File: src/rtl/mips_pkg.sv
package mips_pkg;

    ////////////////////////////////////////////////////////////////////////////
    // Instruction encodings
    ////////////////////////////////////////////////////////////////////////////

    // Primary opcodes
    localparam logic [5:0] OP_RTYPE = 6'h00;
    localparam logic [5:0] OP_ADDI  = 6'h08;
    localparam logic [5:0] OP_LW    = 6'h23;
    localparam logic [5:0] OP_SW    = 6'h2b;

    // R-type funct codes, reused as the ALU operation
    localparam logic [5:0] FUNCT_ADD = 6'h20;
    localparam logic [5:0] FUNCT_SUB = 6'h22;
    localparam logic [5:0] FUNCT_AND = 6'h24;
    localparam logic [5:0] FUNCT_OR  = 6'h25;
    localparam logic [5:0] FUNCT_SLT = 6'h2a;

    ////////////////////////////////////////////////////////////////////////////
    // Control groups
    ////////////////////////////////////////////////////////////////////////////

    typedef struct packed {
        logic [5:0] alu_op;
        logic       reg_dst;
        logic       alu_src;
    } ex_ctrl_t;

    typedef struct packed {
        logic mem_write;
        logic mem_read;
    } mem_ctrl_t;

    typedef struct packed {
        logic reg_write;
        logic mem_to_reg;
    } wb_ctrl_t;

    ////////////////////////////////////////////////////////////////////////////
    // Stage payloads
    ////////////////////////////////////////////////////////////////////////////

    typedef struct packed {
        ex_ctrl_t    ex;
        mem_ctrl_t   mem;
        wb_ctrl_t    wb;
        logic [31:0] data1;
        logic [31:0] data2;
        logic [31:0] sign_extend;
        logic [4:0]  rs;
        logic [4:0]  rt;
        logic [4:0]  rd;
    } id_ex_t;

    typedef struct packed {
        mem_ctrl_t   mem;
        wb_ctrl_t    wb;
        logic [31:0] alu_result;
        logic [31:0] store_data;
        logic [4:0]  dest;
    } ex_mem_t;

    // Register write as seen by the register file and the port
    typedef struct packed {
        logic        reg_write;
        logic [4:0]  dest;
        logic [31:0] result;
    } mem_wb_t;

endpackage

File: src/rtl/mem_stage.sv
`timescale 1ns/1ps

module mem_stage #(
    parameter int DMEM_DEPTH = 64
) (
    input  logic              clk,
    input  logic              mem_valid,
    input  mips_pkg::ex_mem_t mem_in,
    output mips_pkg::mem_wb_t wb_out
);

    localparam int AW = $clog2(DMEM_DEPTH);

    logic [31:0]   dmem [DMEM_DEPTH] = '{default: '0};
    logic [AW-1:0] word_addr;
    logic [31:0]   load_data;

    // Byte address to word index
    assign word_addr = mem_in.alu_result[AW+1:2];
    assign load_data = dmem[word_addr];

    always_ff @(posedge clk) begin
        if (mem_valid && mem_in.mem.mem_write) begin
            dmem[word_addr] <= mem_in.store_data;
        end
    end

    // Load data or ALU result
    assign wb_out.reg_write = mem_in.wb.reg_write;
    assign wb_out.dest      = mem_in.dest;
    assign wb_out.result    = mem_in.wb.mem_to_reg ? load_data : mem_in.alu_result;

    a_addr_legal: assert property (
        @(posedge clk)
        (mem_valid && (mem_in.mem.mem_read || mem_in.mem.mem_write)) |->
            (mem_in.alu_result[1:0] == 2'b00 &&
             mem_in.alu_result < 32'(4 * DMEM_DEPTH))
    );

endmodule

File: config.mk
export PLATFORM = sky130hd
export DESIGN_NAME = mem_stage
export DESIGN_NICKNAME = d
export VERILOG_FILES = /design/src/rtl/mips_pkg.sv /design/src/rtl/mem_stage.sv
export SDC_FILE = /design/constraint.sdc
export NUM_CORES = 2
export LEC_CHECK = 0
export BUFFER_PORTS_ARGS = -buffer_cell sky130_fd_sc_hd__buf_2
export CORE_AREA = 2 2 389 391
export DETAILED_ROUTE_END_ITERATION = 8
export DIE_AREA = 0 0 391 393
export HOLD_SLACK_MARGIN = 0.06
export PLACE_DENSITY = 0.69
export REMOVE_ABC_BUFFERS = 1
export SETUP_SLACK_MARGIN = 0.02
export SYNTH_ARGS = -nofsm -noshare
export SYNTH_HDL_FRONTEND = slang
export SYNTH_SLANG_ARGS = --single-unit
File: constraint.sdc
create_clock -name clk -period 4.25 [get_ports clk]
set_clock_uncertainty 0.1 [all_clocks]
set_input_delay 0.85 -clock clk [delete_from_list [all_inputs] [get_ports clk]]
set_output_delay 0.85 -clock clk [all_outputs]
set_load 0.005 [all_outputs]
==> flow_results.xml <==
<?xml version="1.0" encoding="UTF-8"?>
<metrics>
  <group name="run_status">
    <metric name="run_status" unit="">finished with violations</metric>
    <metric name="failed_checks" unit="">setup timing</metric>
  </group>
  <group name="setup_path">
    <metric name="path_common_cell" unit="">sky130_fd_sc_hd__buf_4</metric>
    <metric name="category_of_cells_accounting_for_the_largest_share_of_critical_path_delay" unit="">buffers and inverters</metric>
    <metric name="cp-start-kind" unit="">primary input</metric>
    <metric name="crit_chain" unit="">clkbuf_4 &gt; buf_6 &gt; buf_4 &gt; nand3b_1 &gt; buf_4 &gt; o22ai_1 &gt; a211oi_1 &gt; buf_4 &gt; and4b_1 &gt; a41oi_4 &gt; buf_4 &gt; buf_2</metric>
    <metric name="crit_type" unit="">in2out</metric>
    <metric name="worst-path-max-fanout" unit="">10</metric>
    <metric name="slowest_delay" unit="ns">0.32</metric>
    <metric name="timing.critical_path.slowest_stage_cell" unit="">sky130_fd_sc_hd__a211oi_1</metric>
    <metric name="path_buf_inv" unit="">7</metric>
    <metric name="cp.required" unit="ns">3.30</metric>
    <metric name="crit_path_end_kind" unit="">output pin</metric>
    <metric name="worstPathArrival" unit="ns">3.36</metric>
  </group>
  <group name="synth">
    <metric name="syn-instance-count" unit="">4094</metric>
    <metric name="ys_types" unit="">64</metric>
    <metric name="post_synth_edffs" unit="">2048</metric>
    <metric name="synth.yosys.warnings" unit="">0</metric>
    <metric name="synth_seq_area_share" unit="">0.781</metric>
    <metric name="postSynth.asyncResetShare" unit="">0</metric>
    <metric name="post_syn_area" unit="sq um">78700</metric>
    <metric name="avgSynthCellArea" unit="sq um">19.2</metric>
    <metric name="dominantRegCellSynth" unit="">sky130_fd_sc_hd__edfxtp_1</metric>
    <metric name="synth.ff_latch_count" unit="">2048</metric>
  </group>
  <group name="sta">
    <metric name="layout_setup_ws" unit="ns">-0.0641</metric>
    <metric name="period_needed" unit="ns">4.31</metric>
    <metric name="max_slew_margin" unit="">0.108</metric>
    <metric name="finalSetupViolCount" unit="">4</metric>
    <metric name="max_freq" unit="MHz">232</metric>
    <metric name="tightestPinTransition" unit="ns">1.34</metric>
    <metric name="drv_slew" unit="">0</metric>
    <metric name="hold_violations" unit="">0</metric>
    <metric name="unrepaired_setup_endpoints_after_global_routing" unit="">yes</metric>
    <metric name="layout_worst_path_cycle_share" unit="">1.02</metric>
  </group>
  <group name="global_route">
    <metric name="grt_max_degree" unit="">65</metric>
    <metric name="overflow" unit="">0</metric>
    <metric name="grt_pass1_vias" unit="">47000</metric>
    <metric name="grt_antenna_before_repair" unit="">22</metric>
    <metric name="grt.total_usage" unit="">0.353</metric>
    <metric name="grt_pass1_wl" unit="microns">370000</metric>
  </group>
  <group name="placed_design">
    <metric name="dpl.cell_count" unit="">6541</metric>
    <metric name="place.detailed.hpwl" unit="microns">170000</metric>
    <metric name="buffer_ports.inserted" unit="">99</metric>
    <metric name="gp_congestion" unit="">0.954</metric>
  </group>
  <group name="clock_network">
    <metric name="tritoncts" unit="">done</metric>
    <metric name="h-tree-depth" unit="">4</metric>
    <metric name="cts-root-buf" unit="">sky130_fd_sc_hd__clkbuf_16</metric>
    <metric name="count_of_hold_buffers_inserted_by_post_cts_repair" unit="">0</metric>
    <metric name="clockBufferDepth" unit="">3</metric>
    <metric name="cts_made_buffers" unit="">197</metric>
    <metric name="cts.sink_count" unit="">2048</metric>
    <metric name="post_cts_clock_slew_at_the_launch_and_capture_registers_of_the_worst_setup_and_hold_paths" unit="ns">0.06</metric>
  </group>
  <group name="layout">
    <metric name="layoutNonFillerInstCount" unit="">6970</metric>
    <metric name="largest_registers" unit="">dmem (2048)</metric>
    <metric name="top_register" unit="">dmem</metric>
    <metric name="layout-drive-gt1-share" unit="">0.327</metric>
    <metric name="post_layout_util" unit="">0.639</metric>
    <metric name="max_ffs_per_register" unit="">2048</metric>
    <metric name="flow.area_growth_from_synthesis" unit="%">21.0</metric>
    <metric name="finalNetCount" unit="">4933</metric>
  </group>
  <group name="power_and_ir_drop">
    <metric name="leakage" unit="nW">31.3</metric>
    <metric name="worst_ir_drop_vdd" unit="uV">373</metric>
    <metric name="totalPowerFinal" unit="mW">42.3</metric>
    <metric name="power_per_cell_area" unit="nW/um^2">444</metric>
  </group>
  <group name="drt">
    <metric name="detail_route.vias_per_cell" unit="">7.04</metric>
    <metric name="drt_wl_total" unit="microns">273000</metric>
    <metric name="iteration_0_drc_markers" unit="">8679</metric>
    <metric name="ant_nets" unit="">0</metric>
    <metric name="vias" unit="">49100</metric>
    <metric name="detail_route.first_pass.iterations" unit="">6</metric>
    <metric name="route.detailed.wl_per_inst" unit="microns">39.1</metric>
    <metric name="drcViolationCount" unit="">0</metric>
  </group>
  <group name="floorplan">
    <metric name="floorplan.initialDensity" unit="">0.528</metric>
    <metric name="rows" unit="">142</metric>
    <metric name="floorplan.die.width" unit="microns">391</metric>
    <metric name="ioPinCount" unit="">113</metric>
    <metric name="floorplan.die_area" unit="sq um">154000</metric>
    <metric name="core" unit="sq um">149000</metric>
    <metric name="die_y" unit="microns">393</metric>
  </group>
  <group name="worst_hold_path">
    <metric name="hold_path.class" unit="">in2reg</metric>
  </group>
  <group name="run">
    <metric name="cap_viol_max_count" unit="">0</metric>
  </group>
</metrics>
==> cells in the final DEF, fill, tap and decap left out, types with 10 or more instances in the layout <==
master / synthesis / layout
sky130_fd_sc_hd__edfxtp_1: 2048 / 2048
sky130_fd_sc_hd__buf_4: 45 / 594
sky130_fd_sc_hd__a221oi_1: 237 / 216
sky130_fd_sc_hd__clkbuf_16: 0 / 207
sky130_fd_sc_hd__mux4_2: 186 / 186
sky130_fd_sc_hd__mux2i_1: 167 / 165
sky130_fd_sc_hd__mux2_2: 161 / 161
sky130_fd_sc_hd__a22oi_1: 170 / 160
sky130_fd_sc_hd__nor2_1: 185 / 117
sky130_fd_sc_hd__buf_12: 0 / 115
sky130_fd_sc_hd__o22ai_1: 97 / 94
sky130_fd_sc_hd__buf_2: 128 / 94
sky130_fd_sc_hd__a21oi_1: 101 / 93
sky130_fd_sc_hd__o21ai_0: 92 / 74
sky130_fd_sc_hd__nand2_1: 74 / 69
sky130_fd_sc_hd__nor2_4: 0 / 68
sky130_fd_sc_hd__clkinv_1: 0 / 52
sky130_fd_sc_hd__clkbuf_1: 98 / 44
sky130_fd_sc_hd__clkinv_2: 0 / 34
sky130_fd_sc_hd__a221o_1: 29 / 29
sky130_fd_sc_hd__a22o_1: 26 / 26
sky130_fd_sc_hd__buf_6: 5 / 22
sky130_fd_sc_hd__a31oi_1: 23 / 21
sky130_fd_sc_hd__a221oi_2: 0 / 19
sky130_fd_sc_hd__and3_1: 17 / 17
sky130_fd_sc_hd__buf_16: 0 / 17
sky130_fd_sc_hd__nand3_1: 18 / 16
sky130_fd_sc_hd__o21ai_1: 0 / 15
sky130_fd_sc_hd__bufinv_16: 0 / 13
sky130_fd_sc_hd__o32a_1: 12 / 12
sky130_fd_sc_hd__o2bb2ai_1: 12 / 11
sky130_fd_sc_hd__diode_2: 0 / 10
sky130_fd_sc_hd__a22oi_2: 0 / 10
==> synth_stat cells (all sizes together), types with 23 or more instances <==
cell	number	area, sq um
o21ai	92	460
nand2	74	278
o22ai	97	607
a31oi	23	144
a21oi	101	505
clkbuf	98	368
buf	193	1090
a221oi	237	2080
a22o	26	228
a221o	29	290
edfxtp	2048	61500
mux2i	167	1670
a22oi	170	1280
mux2	161	1810
mux4	186	4190
nor2	187	707
==> layout make-up <==
cell class | instances | area (sq um)
Antenna cell | 10 | 25.0
Clock buffer | 244 | 5170
Clock inverter | 113 | 925
Fill cell | 9998 | 53900
Inverter | 5 | 36.3
Multi-Input combinational cell | 1750 | 16900
Sequential cell | 2048 | 61500
Tap cell | 1944 | 2430
Timing Repair Buffer | 856 | 8270
==> where the power goes <==
group          internal (mW)  leakage, nW  switching [mW]  total, mW
clock                   9.39         2.99            7.50       16.9
sequential              22.3         18.4          0.0183       22.3
combinational           1.16         9.94            1.92       3.08
==> what timing repair did <==
action | in CTS | in global routing
pin swaps | 12 | 29
cloned | 3 | 7
gates resized for setup | 74 | 100
endpoints found under the hold margin | 0 | 0
setup endpoints to repair | 31 | 30
buffers inserted | 32 | 20
==> final timing paths <==
| kind | start | endpoint | slack [ns] | cells past startpoint |
|---|---|---|---|---|
| worst max-delay path | mem_in[43] | wb_out[7] | -0.06 | 12 |
| worst min-delay path | mem_in[6] | dmem[25][1] | 0.22 | 1 |
==> layer usage <==
metal,wire (microns),up-vias,track usage
met2,119000,4567,0.516
met5,166,-,0
met3,43200,969,0.105
met4,19600,24,0.208
met1,91000,24700,0.471
li1,-,18800,-
==> cell families (layout without fill, tap and decap cells) <==
logic type	after synthesis	in the layout	synth area share
DFF	2048	2048	0.781
other	0	10	0
buffers and inverters	296	1218	0.0188
muxes	514	514	0.0974
and+or+nand+nor	359	359	0.0204
AOI/OAI and AO/OA	877	877	0.0824
==> stage by stage <==
step                      hold slack [ns]  area, sq um  setup TNS (ns)  setup slack (ns)
after floorplan                     0.849        77300          -21.09            -0.949
after global placement               1.06        87600           -5.07            -0.494
after detailed placement             1.07        87600           -5.23            -0.474
after CTS                           0.192        94500        -0.00456          -0.00456
after global routing                0.216        95300          -0.117           -0.0539
final                               0.222        95300          -0.131           -0.0641
(Power assumes the default switching activity.)
