<file path="config.mk">
export PLATFORM = sky130hd
export DESIGN_NAME = execute_stage
export DESIGN_NICKNAME = d
export VERILOG_FILES = /design/src/rtl/mips_pkg.sv /design/src/rtl/execute_stage.sv
export SDC_FILE = /design/constraint.sdc
export NUM_CORES = 1
export LEC_CHECK = 0
export BUFFER_PORTS_ARGS = -buffer_cell sky130_fd_sc_hd__buf_2
export CAP_MARGIN = 5
export CORE_AREA = 3 3 118 120
export DETAILED_ROUTE_END_ITERATION = 7
export DIE_AREA = 0 0 121 123
export PLACE_DENSITY = 0.95
export SYNTH_ARGS = -nofsm -noshare
export SYNTH_HDL_FRONTEND = slang
export SYNTH_SLANG_ARGS = --single-unit
</file>
<file path="constraint.sdc">
create_clock -name vclk -period 12.4
set_clock_uncertainty 0.1 [all_clocks]
set_input_delay 1.24 -clock vclk [all_inputs]
set_output_delay 1.24 -clock vclk [all_outputs]
set_load 0.01 [all_outputs]
</file>
<file path="src/rtl/mips_pkg.sv">
package mips_pkg;

    ////////////////////////////////////////////////////////////////////////////
    // Instruction encodings
    ////////////////////////////////////////////////////////////////////////////

    // Primary opcodes
    localparam logic [5:0] OP_RTYPE = 6'h00;
    localparam logic [5:0] OP_ADDI  = 6'h08;
    localparam logic [5:0] OP_LW    = 6'h23;
    localparam logic [5:0] OP_SW    = 6'h2b;

    // R-type funct codes, reused as the ALU operation
    localparam logic [5:0] FUNCT_ADD = 6'h20;
    localparam logic [5:0] FUNCT_SUB = 6'h22;
    localparam logic [5:0] FUNCT_AND = 6'h24;
    localparam logic [5:0] FUNCT_OR  = 6'h25;
    localparam logic [5:0] FUNCT_SLT = 6'h2a;

    ////////////////////////////////////////////////////////////////////////////
    // Control groups
    ////////////////////////////////////////////////////////////////////////////

    typedef struct packed {
        logic [5:0] alu_op;
        logic       reg_dst;
        logic       alu_src;
    } ex_ctrl_t;

    typedef struct packed {
        logic mem_write;
        logic mem_read;
    } mem_ctrl_t;

    typedef struct packed {
        logic reg_write;
        logic mem_to_reg;
    } wb_ctrl_t;

    ////////////////////////////////////////////////////////////////////////////
    // Stage payloads
    ////////////////////////////////////////////////////////////////////////////

    typedef struct packed {
        ex_ctrl_t    ex;
        mem_ctrl_t   mem;
        wb_ctrl_t    wb;
        logic [31:0] data1;
        logic [31:0] data2;
        logic [31:0] sign_extend;
        logic [4:0]  rs;
        logic [4:0]  rt;
        logic [4:0]  rd;
    } id_ex_t;

    typedef struct packed {
        mem_ctrl_t   mem;
        wb_ctrl_t    wb;
        logic [31:0] alu_result;
        logic [31:0] store_data;
        logic [4:0]  dest;
    } ex_mem_t;

    // Register write as seen by the register file and the port
    typedef struct packed {
        logic        reg_write;
        logic [4:0]  dest;
        logic [31:0] result;
    } mem_wb_t;

endpackage

</file>
<file path="src/rtl/execute_stage.sv">
`timescale 1ns/1ps

module execute_stage (
    input  logic              id_valid,
    input  mips_pkg::id_ex_t  id_in,
    input  mips_pkg::ex_mem_t mem_fwd,
    input  logic              mem_fwd_valid,
    input  mips_pkg::mem_wb_t wb_fwd,
    output mips_pkg::ex_mem_t ex_out
);
    import mips_pkg::*;

    logic [31:0] op_a;
    logic [31:0] fwd_b;
    logic [31:0] op_b;
    logic [31:0] alu_result;
    logic [4:0]  dest;

    // Youngest producer wins, so EX/MEM goes before MEM/WB and the register value
    function automatic logic [31:0] forward(
        input logic [4:0]  src,
        input logic [31:0] reg_value
    );
        logic [31:0] value;
        if (mem_fwd_valid && mem_fwd.wb.reg_write &&
            mem_fwd.dest != 5'd0 && mem_fwd.dest == src) begin
            value = mem_fwd.alu_result;
        end else if (wb_fwd.reg_write && wb_fwd.dest != 5'd0 && wb_fwd.dest == src) begin
            value = wb_fwd.result;
        end else begin
            value = reg_value;
        end
        return value;
    endfunction

    always_comb begin
        op_a  = forward(id_in.rs, id_in.data1);
        fwd_b = forward(id_in.rt, id_in.data2);
        op_b  = id_in.ex.alu_src ? id_in.sign_extend : fwd_b;
    end

    ////////////////////////////////////////////////////////////////////////////
    // ALU
    ////////////////////////////////////////////////////////////////////////////

    always_comb begin
        case (id_in.ex.alu_op)
            FUNCT_ADD: alu_result = op_a + op_b;
            FUNCT_SUB: alu_result = op_a - op_b;
            FUNCT_AND: alu_result = op_a & op_b;
            FUNCT_OR:  alu_result = op_a | op_b;
            // Signed compare
            FUNCT_SLT: alu_result = {31'd0, $signed(op_a) < $signed(op_b)};
            default:   alu_result = '0;
        endcase
    end

    assign dest = id_in.ex.reg_dst ? id_in.rd : id_in.rt;

    // Bubbles carry no side effects downstream
    always_comb begin
        ex_out.mem        = id_valid ? id_in.mem : '0;
        ex_out.wb         = id_valid ? id_in.wb : '0;
        ex_out.alu_result = alu_result;
        ex_out.store_data = fwd_b;
        ex_out.dest       = dest;
    end

endmodule

</file>
==> reports/metrics.cfg, run 1 <==
[worst_setup_path]
cp_data_required_time_ns=11.06
crit_path_end_kind=output pin
critical_path_arrival_ns=6.61
cpLargestDelayFamily=compound AO/OA/AOI/OAI gates
path_class=in -> out
critPathMaxFanout=64
critPathLaunchType=input port
cp_slowest_cell=buf_4
critPathBufInv=3
worst_path_largest_cell_delay_ns=0.56
path_cells=buf_2 -> or3_1 -> o311a_1 -> nand4_1 -> buf_4 -> a21oi_1 -> mux2_2 -> ha_1 -> fa_1 -> a21oi_1 -> o21ai_1 -> a2111o_1 -> o211a_1 -> o2111ai_2 -> a41oi_1 -> a2111oi_2 -> a211oi_1 -> xnor2_1 -> o22ai_1 -> buf_2

[floorplan]
initial_utilization_pct=50.0
die_w_um=121
fp-row-count=42
die-area_mm2=0.0149
die_h_um=123
coreArea_mm2=0.0131
pin_count=309

[finish]
finalNonFillerCells=1367
area_growth_syn_to_layout_pct=20.7
seq_cells=0
mostFrequentLayoutCell=buf_2
final_util_pct=60.3
nClkBuffers=0
drive_gt1_share_pct=28.5
nNetsFinal=1530
seqCellArea_um2=0
layout_common_cells=buf_2, a21oi_1, nor2_1, inv_1, ha_1

[run_status]
status=complete, no violations

[synth]
syn_nets=1302
seq_area_frac_synth_pct=0
synthCells=961
syn_area_mm2=0.00654
synth.avg_cell_area_um2=6.81
ys_warn_count=0
synth_cell_types=67

[clock_network]
cts-resized-gates=0
cts_hold_buf=0
cts_setup_buffers=0

[grt]
grt_first_pass_wirelength_um=34900
antenna_found_initial=4
grt_overflow=0
grt_max_degree=65
grt_pass1_vias=7433
grt_usage_pct=28.0

[place]
pre_cts_slack_ns=4.53
place_inst=1363
gp_congestion=0.957
place.port_buffers=274
dpl.hpwl_um=18100

[route]
drc=0
drt_wl_total_um=22700
routed-via-count=7893
drt_iter0_markers=495
drt-pass1-iter-count=5
ant_nets=0
vias_per_cell=5.77
wire_per_inst_um=16.6

[timing]
rsz0062_at_grt=false
worstMarginPinSlew_ns=0.981
hold_viol=0
final.setup.tns_ns=0
relSlewSlack_pct=34.6
fmax_mhz=126
finalCritPeriodShare_pct=64.1
finalWorstSetupSlack_ns=4.45
worst_hold_slack_ns=2.68
setup_violations=0
slew_viol_final=0
fin_crit_ns=7.95

[power_and_ir_drop]
ir_worst_vdd_v=0.0000240
powerDensity_mw_per_mm2=47.3
p_leak_nw=3.92

[run]
max_cap_viol_count=0

[worst_hold_path]
min_path_type=in -> out

==> Yosys cell counts, types with 7 or more instances <==
cell type,n,area [um2]
a211oi_1,7,52.6
ha_1,103,1290
nor4_1,10,62.6
nor2b_1,12,75.1
o211ai_1,7,52.6
nand2b_1,10,62.6
buf_2,9,45.0
o21ai_0,56,280
mux2_2,35,394
clkbuf_1,31,116
inv_1,103,387
xor2_1,14,123
nor3_1,19,95.1
nor2_1,104,390
o22ai_1,35,219
mux2i_1,79,791
a21oi_1,123,616
nand2_1,45,169
nand3_1,14,70.1
xnor2_1,36,315
==> through the flow <==
stage,power [mW],instance area [um2]
floorplan,0.266,6540
global placement,0.357,7890
detailed placement,0.365,7890
CTS,0.367,7890
global route,0.411,7890
finish,0.373,7900
==> final cells by class <==
type | instances | area [um2]
antenna | 4 | 10.0
fill | 1196 | 5190
timing repair buffer | 284 | 1450
multi-input combinational | 800 | 5830
inverter | 103 | 387
tap | 176 | 220
==> layer usage <==
metal	GRT usage [%]	part of all wire [%]	vias to the layer above
met3	4.21	9.1	51
met2	51.2	48	412
met1	33.9	40	3581
met5	0	0.057	-
met4	8.07	2.5	2
li1	-	-	3847
==> power by group <==
part | leakage, nW | switching [mW] | total (mW) | internal, mW
clock | 0.0000254 | 0 | 0.0000000432 | 0.0000000431
combinational | 3.92 | 0.215 | 0.373 | 0.159
sequential | 0 | 0 | 0 | 0
==> worst paths after layout <==
check | end | cells after the start | from | slack, ns
worst max-delay path | ex_out[65] | 20 | mem_fwd[0] | 4.45
worst min-delay path | ex_out[71] | 3 | id_in[113] | 2.68
==> tightest hold or removal path, delay by kind of cell <==
kind,cells,cell delay [ns]
buf+inv,2,0.19
simple gates,1,0.10
==> cells by family (layout without fill, tap and decap cells) <==
logic type      after synthesis  count (layout)  synth area share, %
mux                         114             114                 18.1
xor+xnor                     50              50                 6.69
buf+inv                     161             387                 11.0
other cells                   0               4                    0
compound gates              291             291                 26.9
simple gates                240             240                 16.9
fa+ha+maj                   105             105                 20.3
Power figures use the tool's default switching activity.
==> inputs of run 2 (changes only) <==
--- a/config.mk
+++ b/config.mk
@@ -5,12 +5,13 @@
 export SDC_FILE = /design/constraint.sdc
 export NUM_CORES = 1
 export LEC_CHECK = 0
+export ABC_AREA = 1
 export BUFFER_PORTS_ARGS = -buffer_cell sky130_fd_sc_hd__buf_2
 export CAP_MARGIN = 5
-export CORE_AREA = 3 3 118 120
+export CORE_MARGIN = 3
+export CORE_UTILIZATION = 50
 export DETAILED_ROUTE_END_ITERATION = 7
-export DIE_AREA = 0 0 121 123
-export PLACE_DENSITY = 0.95
+export PLACE_DENSITY = 0.91
 export SYNTH_ARGS = -nofsm -noshare
 export SYNTH_HDL_FRONTEND = slang
 export SYNTH_SLANG_ARGS = --single-unit
==> constraint.sdc (replaced) <==
create_clock -name vclk -period 6.9
set_clock_uncertainty 0.1 [all_clocks]
set_input_delay 0.69 -clock vclk [all_inputs]
set_output_delay 0.69 -clock vclk [all_outputs]
set_load 0.01 [all_outputs]
==> run 2 against run 1 <==
Effect of this change:
- critical path depth rose by 4
- critical path type unchanged
- combinational power increased to 2.6 times the previous value
- first-iteration DRC count rose to 2.8 times the previous value
- area after synthesis increased by 56%
- flip-flop and latch count stayed put
- clock-buffer cell count did not move
==> reports/metrics.cfg, run 2 <==
[place]
gp_congestion=1.01  ; was 0.957
dpl.hpwl_um=37000  ; was 18100 um
place.port_buffers=274  ; unchanged

[floorplan]
die_h_um=149  ; was 123 um
coreArea_mm2=0.0197  ; was 0.0131 mm2
initial_utilization_pct=51.7  ; was 50.0%
die-area_mm2=0.0221  ; was 0.0149 mm2
fp-row-count=51  ; was 42
die_w_um=149  ; was 121 um
pin_count=309  ; unchanged

[synth]
synthTopCellsByArea=nand2_1, inv_1, ha_1, nand3_1, o211ai_1  ; was ha_1, mux2i_1, a21oi_1, mux2_2, nor2_1
yosys.area_share.simple_pct=46.7  ; was 16.9%
synth_area_leader_cell=nand2_1  ; was ha_1
syn_area_mm2=0.0102  ; was 0.00654 mm2
seq_area_frac_synth_pct=0  ; unchanged
synth_top_family_by_area=simple AND/OR/NAND/NOR gates  ; was compound AO/OA/AOI/OAI gates
synth_cell_types=47  ; was 67
yosysMostFrequentCell=nand2_1  ; was a21oi_1
ys_warn_count=0  ; unchanged
synthCells=2036  ; was 961
synth.top_cell.area_share_pct=24.4  ; was 19.7%
synthMuxAreaShare_pct=0.442  ; was 18.1%
synth.avg_cell_area_um2=5.00  ; was 6.81 um2
yosys.area_share.xor_xnor_pct=1.81  ; was 6.69%
synth_compound_area_share_pct=17.8  ; was 26.9%
synth_adder_area_share_pct=13.0  ; was 20.3%
syn_nets=2377  ; was 1302
synthTopCellsByCount=nand2_1, inv_1, nand3_1, nor2_1, ha_1  ; was a21oi_1, nor2_1, ha_1, inv_1, mux2i_1

[finish]
seq_cells=0  ; unchanged
seqCellArea_um2=0  ; unchanged
nNetsFinal=2570  ; was 1530
mostFrequentLayoutCell=nand2_1  ; was buf_2
area_growth_syn_to_layout_pct=13.2  ; was 20.7%
drive_gt1_share_pct=18.3  ; was 28.5%
layout_common_cells=nand2_1, inv_1, buf_2, nand3_1, nor2_1  ; was buf_2, a21oi_1, nor2_1, inv_1, ha_1
nClkBuffers=0  ; unchanged

[worst_setup_path]
path_class=in -> out  ; unchanged
crit_path_end_kind=output pin  ; unchanged
worstSetupStartpoint=wb_fwd[36]  ; was mem_fwd[0]
critical_path_arrival_ns=4.81  ; was 6.61 ns
cp_data_required_time_ns=6.11  ; was 11.06 ns
critPathLaunchType=input port  ; unchanged
critPathMaxFanout=64  ; unchanged

[route]
drt-pass1-iter-count=8  ; was 5
wl_met3_um=4700  ; was 2060 um
drc=0  ; unchanged
wl_met2_um=19300  ; was 10900 um
routed-via-count=13743  ; was 7893
drt_iter0_markers=1370  ; was 495
wl_met1_um=18500  ; was 9180 um
vias_per_cell=5.50  ; was 5.77
wire_per_inst_um=17.8  ; was 16.6 um
highest_layer=met4  ; was met5
ant_nets=0  ; unchanged
drt_wl_total_um=44400  ; was 22700 um

[timing]
rsz0062_at_grt=false  ; unchanged
slew_viol_final=0  ; unchanged
hold_viol=0  ; unchanged
relSlewSlack_pct=27.7  ; was 34.6%
setup_violations=0  ; unchanged
finalCritPeriodShare_pct=81.1
fmax_mhz=179
final.setup.tns_ns=0  ; unchanged
fin_crit_ns=5.60
worstMarginPinSlew_ns=1.08  ; was 0.981 ns

[power_and_ir_drop]
powerDensity_mw_per_mm2=85.1  ; was 47.3 mW/mm2
ir_worst_vdd_v=0.0000621  ; was 0.0000240 V
p_leak_nw=7.35  ; was 3.92 nW
total_power_uw=982  ; was 373 uW

[grt]
grt_usage_pct=38.3  ; was 28.0%
grt_first_pass_wirelength_um=67300  ; was 34900 um
grt_max_degree=107  ; was 65
grt_overflow=0  ; unchanged
antenna_found_initial=7  ; was 4
grt_pass1_vias=12487  ; was 7433

[run]
max_cap_viol_count=0  ; unchanged

[run_status]
status=complete, no violations  ; unchanged

[worst_hold_path]
hold_start=id_in[113]  ; unchanged
min_path_type=in -> out  ; unchanged

[clock_network]
cts_setup_buffers=0  ; unchanged
cts-resized-gates=0  ; unchanged
cts_hold_buf=0  ; unchanged

## run 2: cells by family after synthesis
logic type,Yosys count
adder cells (fa/ha/maj),105
XOR/XNOR,21
multiplexers,4
AND/OR/NAND/NOR,1114
AO/OA/AOI/OAI,285
buffers and inverters,507
## run 2: cell type report
class	count	area, um2
fill	2147	8180
multi-input combinational	1529	8160
timing repair buffer	285	1480
antenna	7	17.5
tap	265	332
inverter	413	1550
## run 2: per-layer routing
| metal | global-route usage (%) | up-vias |
|---|---|---|
| met3 | 4.80 | 94 |
| met4 | 13.1 | 0 |
| met1 | 53.6 | 6066 |
| met2 | 61.0 | 814 |
| li1 | - | 6769 |
| met5 | 0 | - |
## run 2: stage by stage
step                hold WS (ns)  worst slack, ns  cell area [um2]  instances  util, %
finish                      1.55             1.30            11500       2499     58.5
global route                1.58            0.972            11500       2499     58.5
CTS                         1.55             1.43            11500       2492     58.4
detailed placement          1.55             1.43            11500       2492     58.4
global placement            1.54             1.52            11500       2492     58.4
floorplan                   1.37             2.82            10200       2036        -
## run 2: where the power goes
part	switching, mW	leakage [nW]	internal, mW	total [mW]
Sequential	0	0	0	0
Combinational	0.676	7.35	0.306	0.982
Clock	0	0.0000444	0.000000136	0.000000136
## run 2: final timing paths
| path | to | slack (ns) | cells after the start |
|---|---|---|---|
| max | ex_out[67] | 1.30 | 24 |
| min | ex_out[71] | 1.55 | 4 |
## run 2: critical path, stage by stage
cell	delay (ns)
buf_2	0.13
nor2_1	0.06
nand3_1	0.08
nand2_1	0.11
nor3_2	0.20
nand2_2	0.61
o21ai_0	0.47
nand2_1	0.14
o21ai_2	0.16
inv_2	0.06
ha_1	0.28
fa_1	0.47
nand2_1	0.11
nand2_1	0.13
nand3_1	0.12
nand2_1	0.11
nand2_1	0.12
nand2_1	0.15
nand2_1	0.13
nand2_1	0.06
nand2_1	0.06
nand3_1	0.07
nand3_1	0.14
buf_2	0.14
==> inputs of run 3 (changes only) <==
--- a/config.mk
+++ b/config.mk
@@ -9,9 +9,9 @@
 export BUFFER_PORTS_ARGS = -buffer_cell sky130_fd_sc_hd__buf_2
 export CAP_MARGIN = 5
 export CORE_MARGIN = 3
-export CORE_UTILIZATION = 50
+export CORE_UTILIZATION = 55
 export DETAILED_ROUTE_END_ITERATION = 7
-export PLACE_DENSITY = 0.91
+export PLACE_DENSITY = 0.95
 export SYNTH_ARGS = -nofsm -noshare
 export SYNTH_HDL_FRONTEND = slang
 export SYNTH_SLANG_ARGS = --single-unit
==> constraint.sdc (replaced) <==
create_clock -name vclk -period 5.9
set_clock_uncertainty 0.1 [all_clocks]
set_input_delay 0.59 -clock vclk [all_inputs]
set_output_delay 0.59 -clock vclk [all_outputs]
set_load 0.01 [all_outputs]
==> run 3 against run 2 <==
Effect of this change:
- hold slack got worse by 0.21 ns
- final cell count fell by 1.0%
- via count rose by 1.2%
- design area rose by 0.24%
- sequential share of layout area did not move
- non-clock buffer count rose by 8
- critical path depth fell by 1
- global-route usage rose by 1.7 points
- largest power group unchanged
- highest routed layer unchanged
==> reports/metrics.cfg, run 3 (synthesized netlist as in run 2, its figures left out) <==
[finish]
mostFrequentLayoutCell=nand2_1  ; unchanged
finalNonFillerCells=2473  ; was 2499
nNetsFinal=2578  ; was 2570
nClkBuffers=0  ; unchanged
layout_common_cells=nand2_1, inv_1, buf_2, nand3_1, nor2_1  ; unchanged
design_area_mm2=0.0116  ; was 0.0115 mm2
area_growth_syn_to_layout_pct=13.5  ; was 13.2%
seqCellArea_um2=0  ; unchanged
drive_gt1_share_pct=18.6  ; was 18.3%
seq_cells=0  ; unchanged

[clock_network]
cts-resized-gates=0  ; unchanged
cts_setup_buffers=0  ; unchanged
cts_hold_buf=0  ; unchanged

[worst_setup_path]
critPathLaunchType=input port  ; unchanged
path_class=in -> out  ; unchanged
crit_path_end_kind=output pin  ; unchanged
critical_path_arrival_ns=4.54  ; was 4.81 ns
critPathMaxFanout=51  ; was 64
cp_data_required_time_ns=5.21  ; was 6.11 ns

[timing]
relSlewSlack_pct=46.1  ; was 27.7%
fin_crit_ns=5.23
finalCritPeriodShare_pct=88.7
rsz0062_at_grt=false  ; unchanged
slew_viol_final=0  ; unchanged
hold_viol=0  ; unchanged
fmax_mhz=191
worstMarginPinSlew_ns=0.805  ; was 1.08 ns
final.setup.tns_ns=0  ; unchanged
worst_hold_slack_ns=1.34  ; was 1.55 ns
setup_violations=0  ; unchanged

[place]
place.port_buffers=274  ; unchanged
place_area_mm2=0.0115  ; about the same
gp_congestion=1.06  ; was 1.01
dpl.hpwl_um=35900  ; was 37000 um
place_inst=2464  ; was 2492

[route]
wire_per_inst_um=17.2  ; was 17.8 um
drt-pass1-iter-count=6  ; was 8
ant_nets=0  ; unchanged
drc=0  ; unchanged
drt_wl_total_um=42400  ; was 44400 um
drt_iter0_markers=1749  ; was 1370
vias_per_cell=5.62  ; was 5.50
routed-via-count=13910  ; was 13.7k

[worst_hold_path]
min_to=ex_out[71]  ; unchanged
min_path_type=in -> out  ; unchanged
hold_start=id_in[113]  ; unchanged
hold_depth=4  ; unchanged

[power_and_ir_drop]
total_power_mw=1.14  ; was 982 uW
ir_worst_vdd_v=0.0000670  ; was 0.0000621 V
powerDensity_mw_per_mm2=98.3  ; was 85.1 mW/mm2
p_leak_nw=7.39  ; was 7.35 nW

[floorplan]
pin_count=309  ; unchanged
die_w_um=142  ; was 149 um
initial_utilization_pct=56.3  ; was 51.7%
coreArea_mm2=0.0181  ; was 0.0197 mm2
die_h_um=142  ; was 149 um
die-area_mm2=0.0202  ; was 0.0221 mm2
fp-row-count=49  ; was 51

[grt]
grt_overflow=0  ; unchanged
grt_usage_pct=40.0  ; was 38.3%
grt_pass1_vias=12431  ; was 12.5k
grt_first_pass_wirelength_um=64900  ; was 67300 um
grt_max_degree=65  ; was 107
antenna_found_initial=9  ; was 7

[run_status]
status=complete, no violations  ; unchanged

[run]
max_cap_viol_count=0  ; unchanged

-- run 3: cell type report --
type | count | area [um2]
antenna | 9 | 22.5
multi-input combinational | 1529 | 8150
inverter | 413 | 1550
fill | 1886 | 6520
tap | 229 | 287
timing repair buffer | 293 | 1550
-- run 3: where the power goes --
part / leakage (nW) / switching (mW) / internal (mW)
registers: 0 / 0 / 0
logic: 7.39 / 0.776 / 0.361
clock network: 0.0000570 / 0 / 0.000000204
total: 7.39 / 0.776 / 0.361
-- run 3: routing by layer --
metal | track usage (%) | part of all wire [%] | routed length [um]
met4 | 14.1 | 4.3 | 1810
met1 | 55.7 | 40 | 17200
met3 | 6.89 | 12 | 5300
met2 | 62.1 | 43 | 18200
met5 | 0 | 0 | 0
-- run 3: worst max path at each step --
stage	from	to	slack, ns
6_report	wb_fwd[36]	ex_out[65]	0.67
2_1_floorplan	id_in[13]	ex_out[67]	2.02
3_5_place_dp	wb_fwd[36]	ex_out[37]	0.80
5_1_grt	wb_fwd[36]	ex_out[62]	0.33
3_3_place_gp	wb_fwd[36]	ex_out[37]	0.91
4_1_cts	wb_fwd[36]	ex_out[37]	0.80
-- run 3: critical path, cell delays in order --
cell	delay, ns
buf_2	0.12
nor2_1	0.05
nand3_1	0.07
nand2_1	0.12
nor3_2	0.22
nand2_2	0.49
o21ai_0	0.36
nand2_1	0.14
o21ai_2	0.15
ha_1	0.27
inv_1	0.09
fa_1	0.48
nand2_1	0.10
nand2_1	0.09
and2_1	0.19
nand2_1	0.08
nand3_1	0.19
nand2_1	0.14
nand3_1	0.08
nand2_1	0.06
nand3_1	0.10
nand3_1	0.18
buf_2	0.17
-- run 3: through the flow --
step | util, % | setup slack [ns]
floorplan | - | 2.02
global placement | 63.8 | 0.909
detailed placement | 63.8 | 0.799
CTS | 63.8 | 0.803
global route | 63.9 | 0.333
finish | 63.9 | 0.665
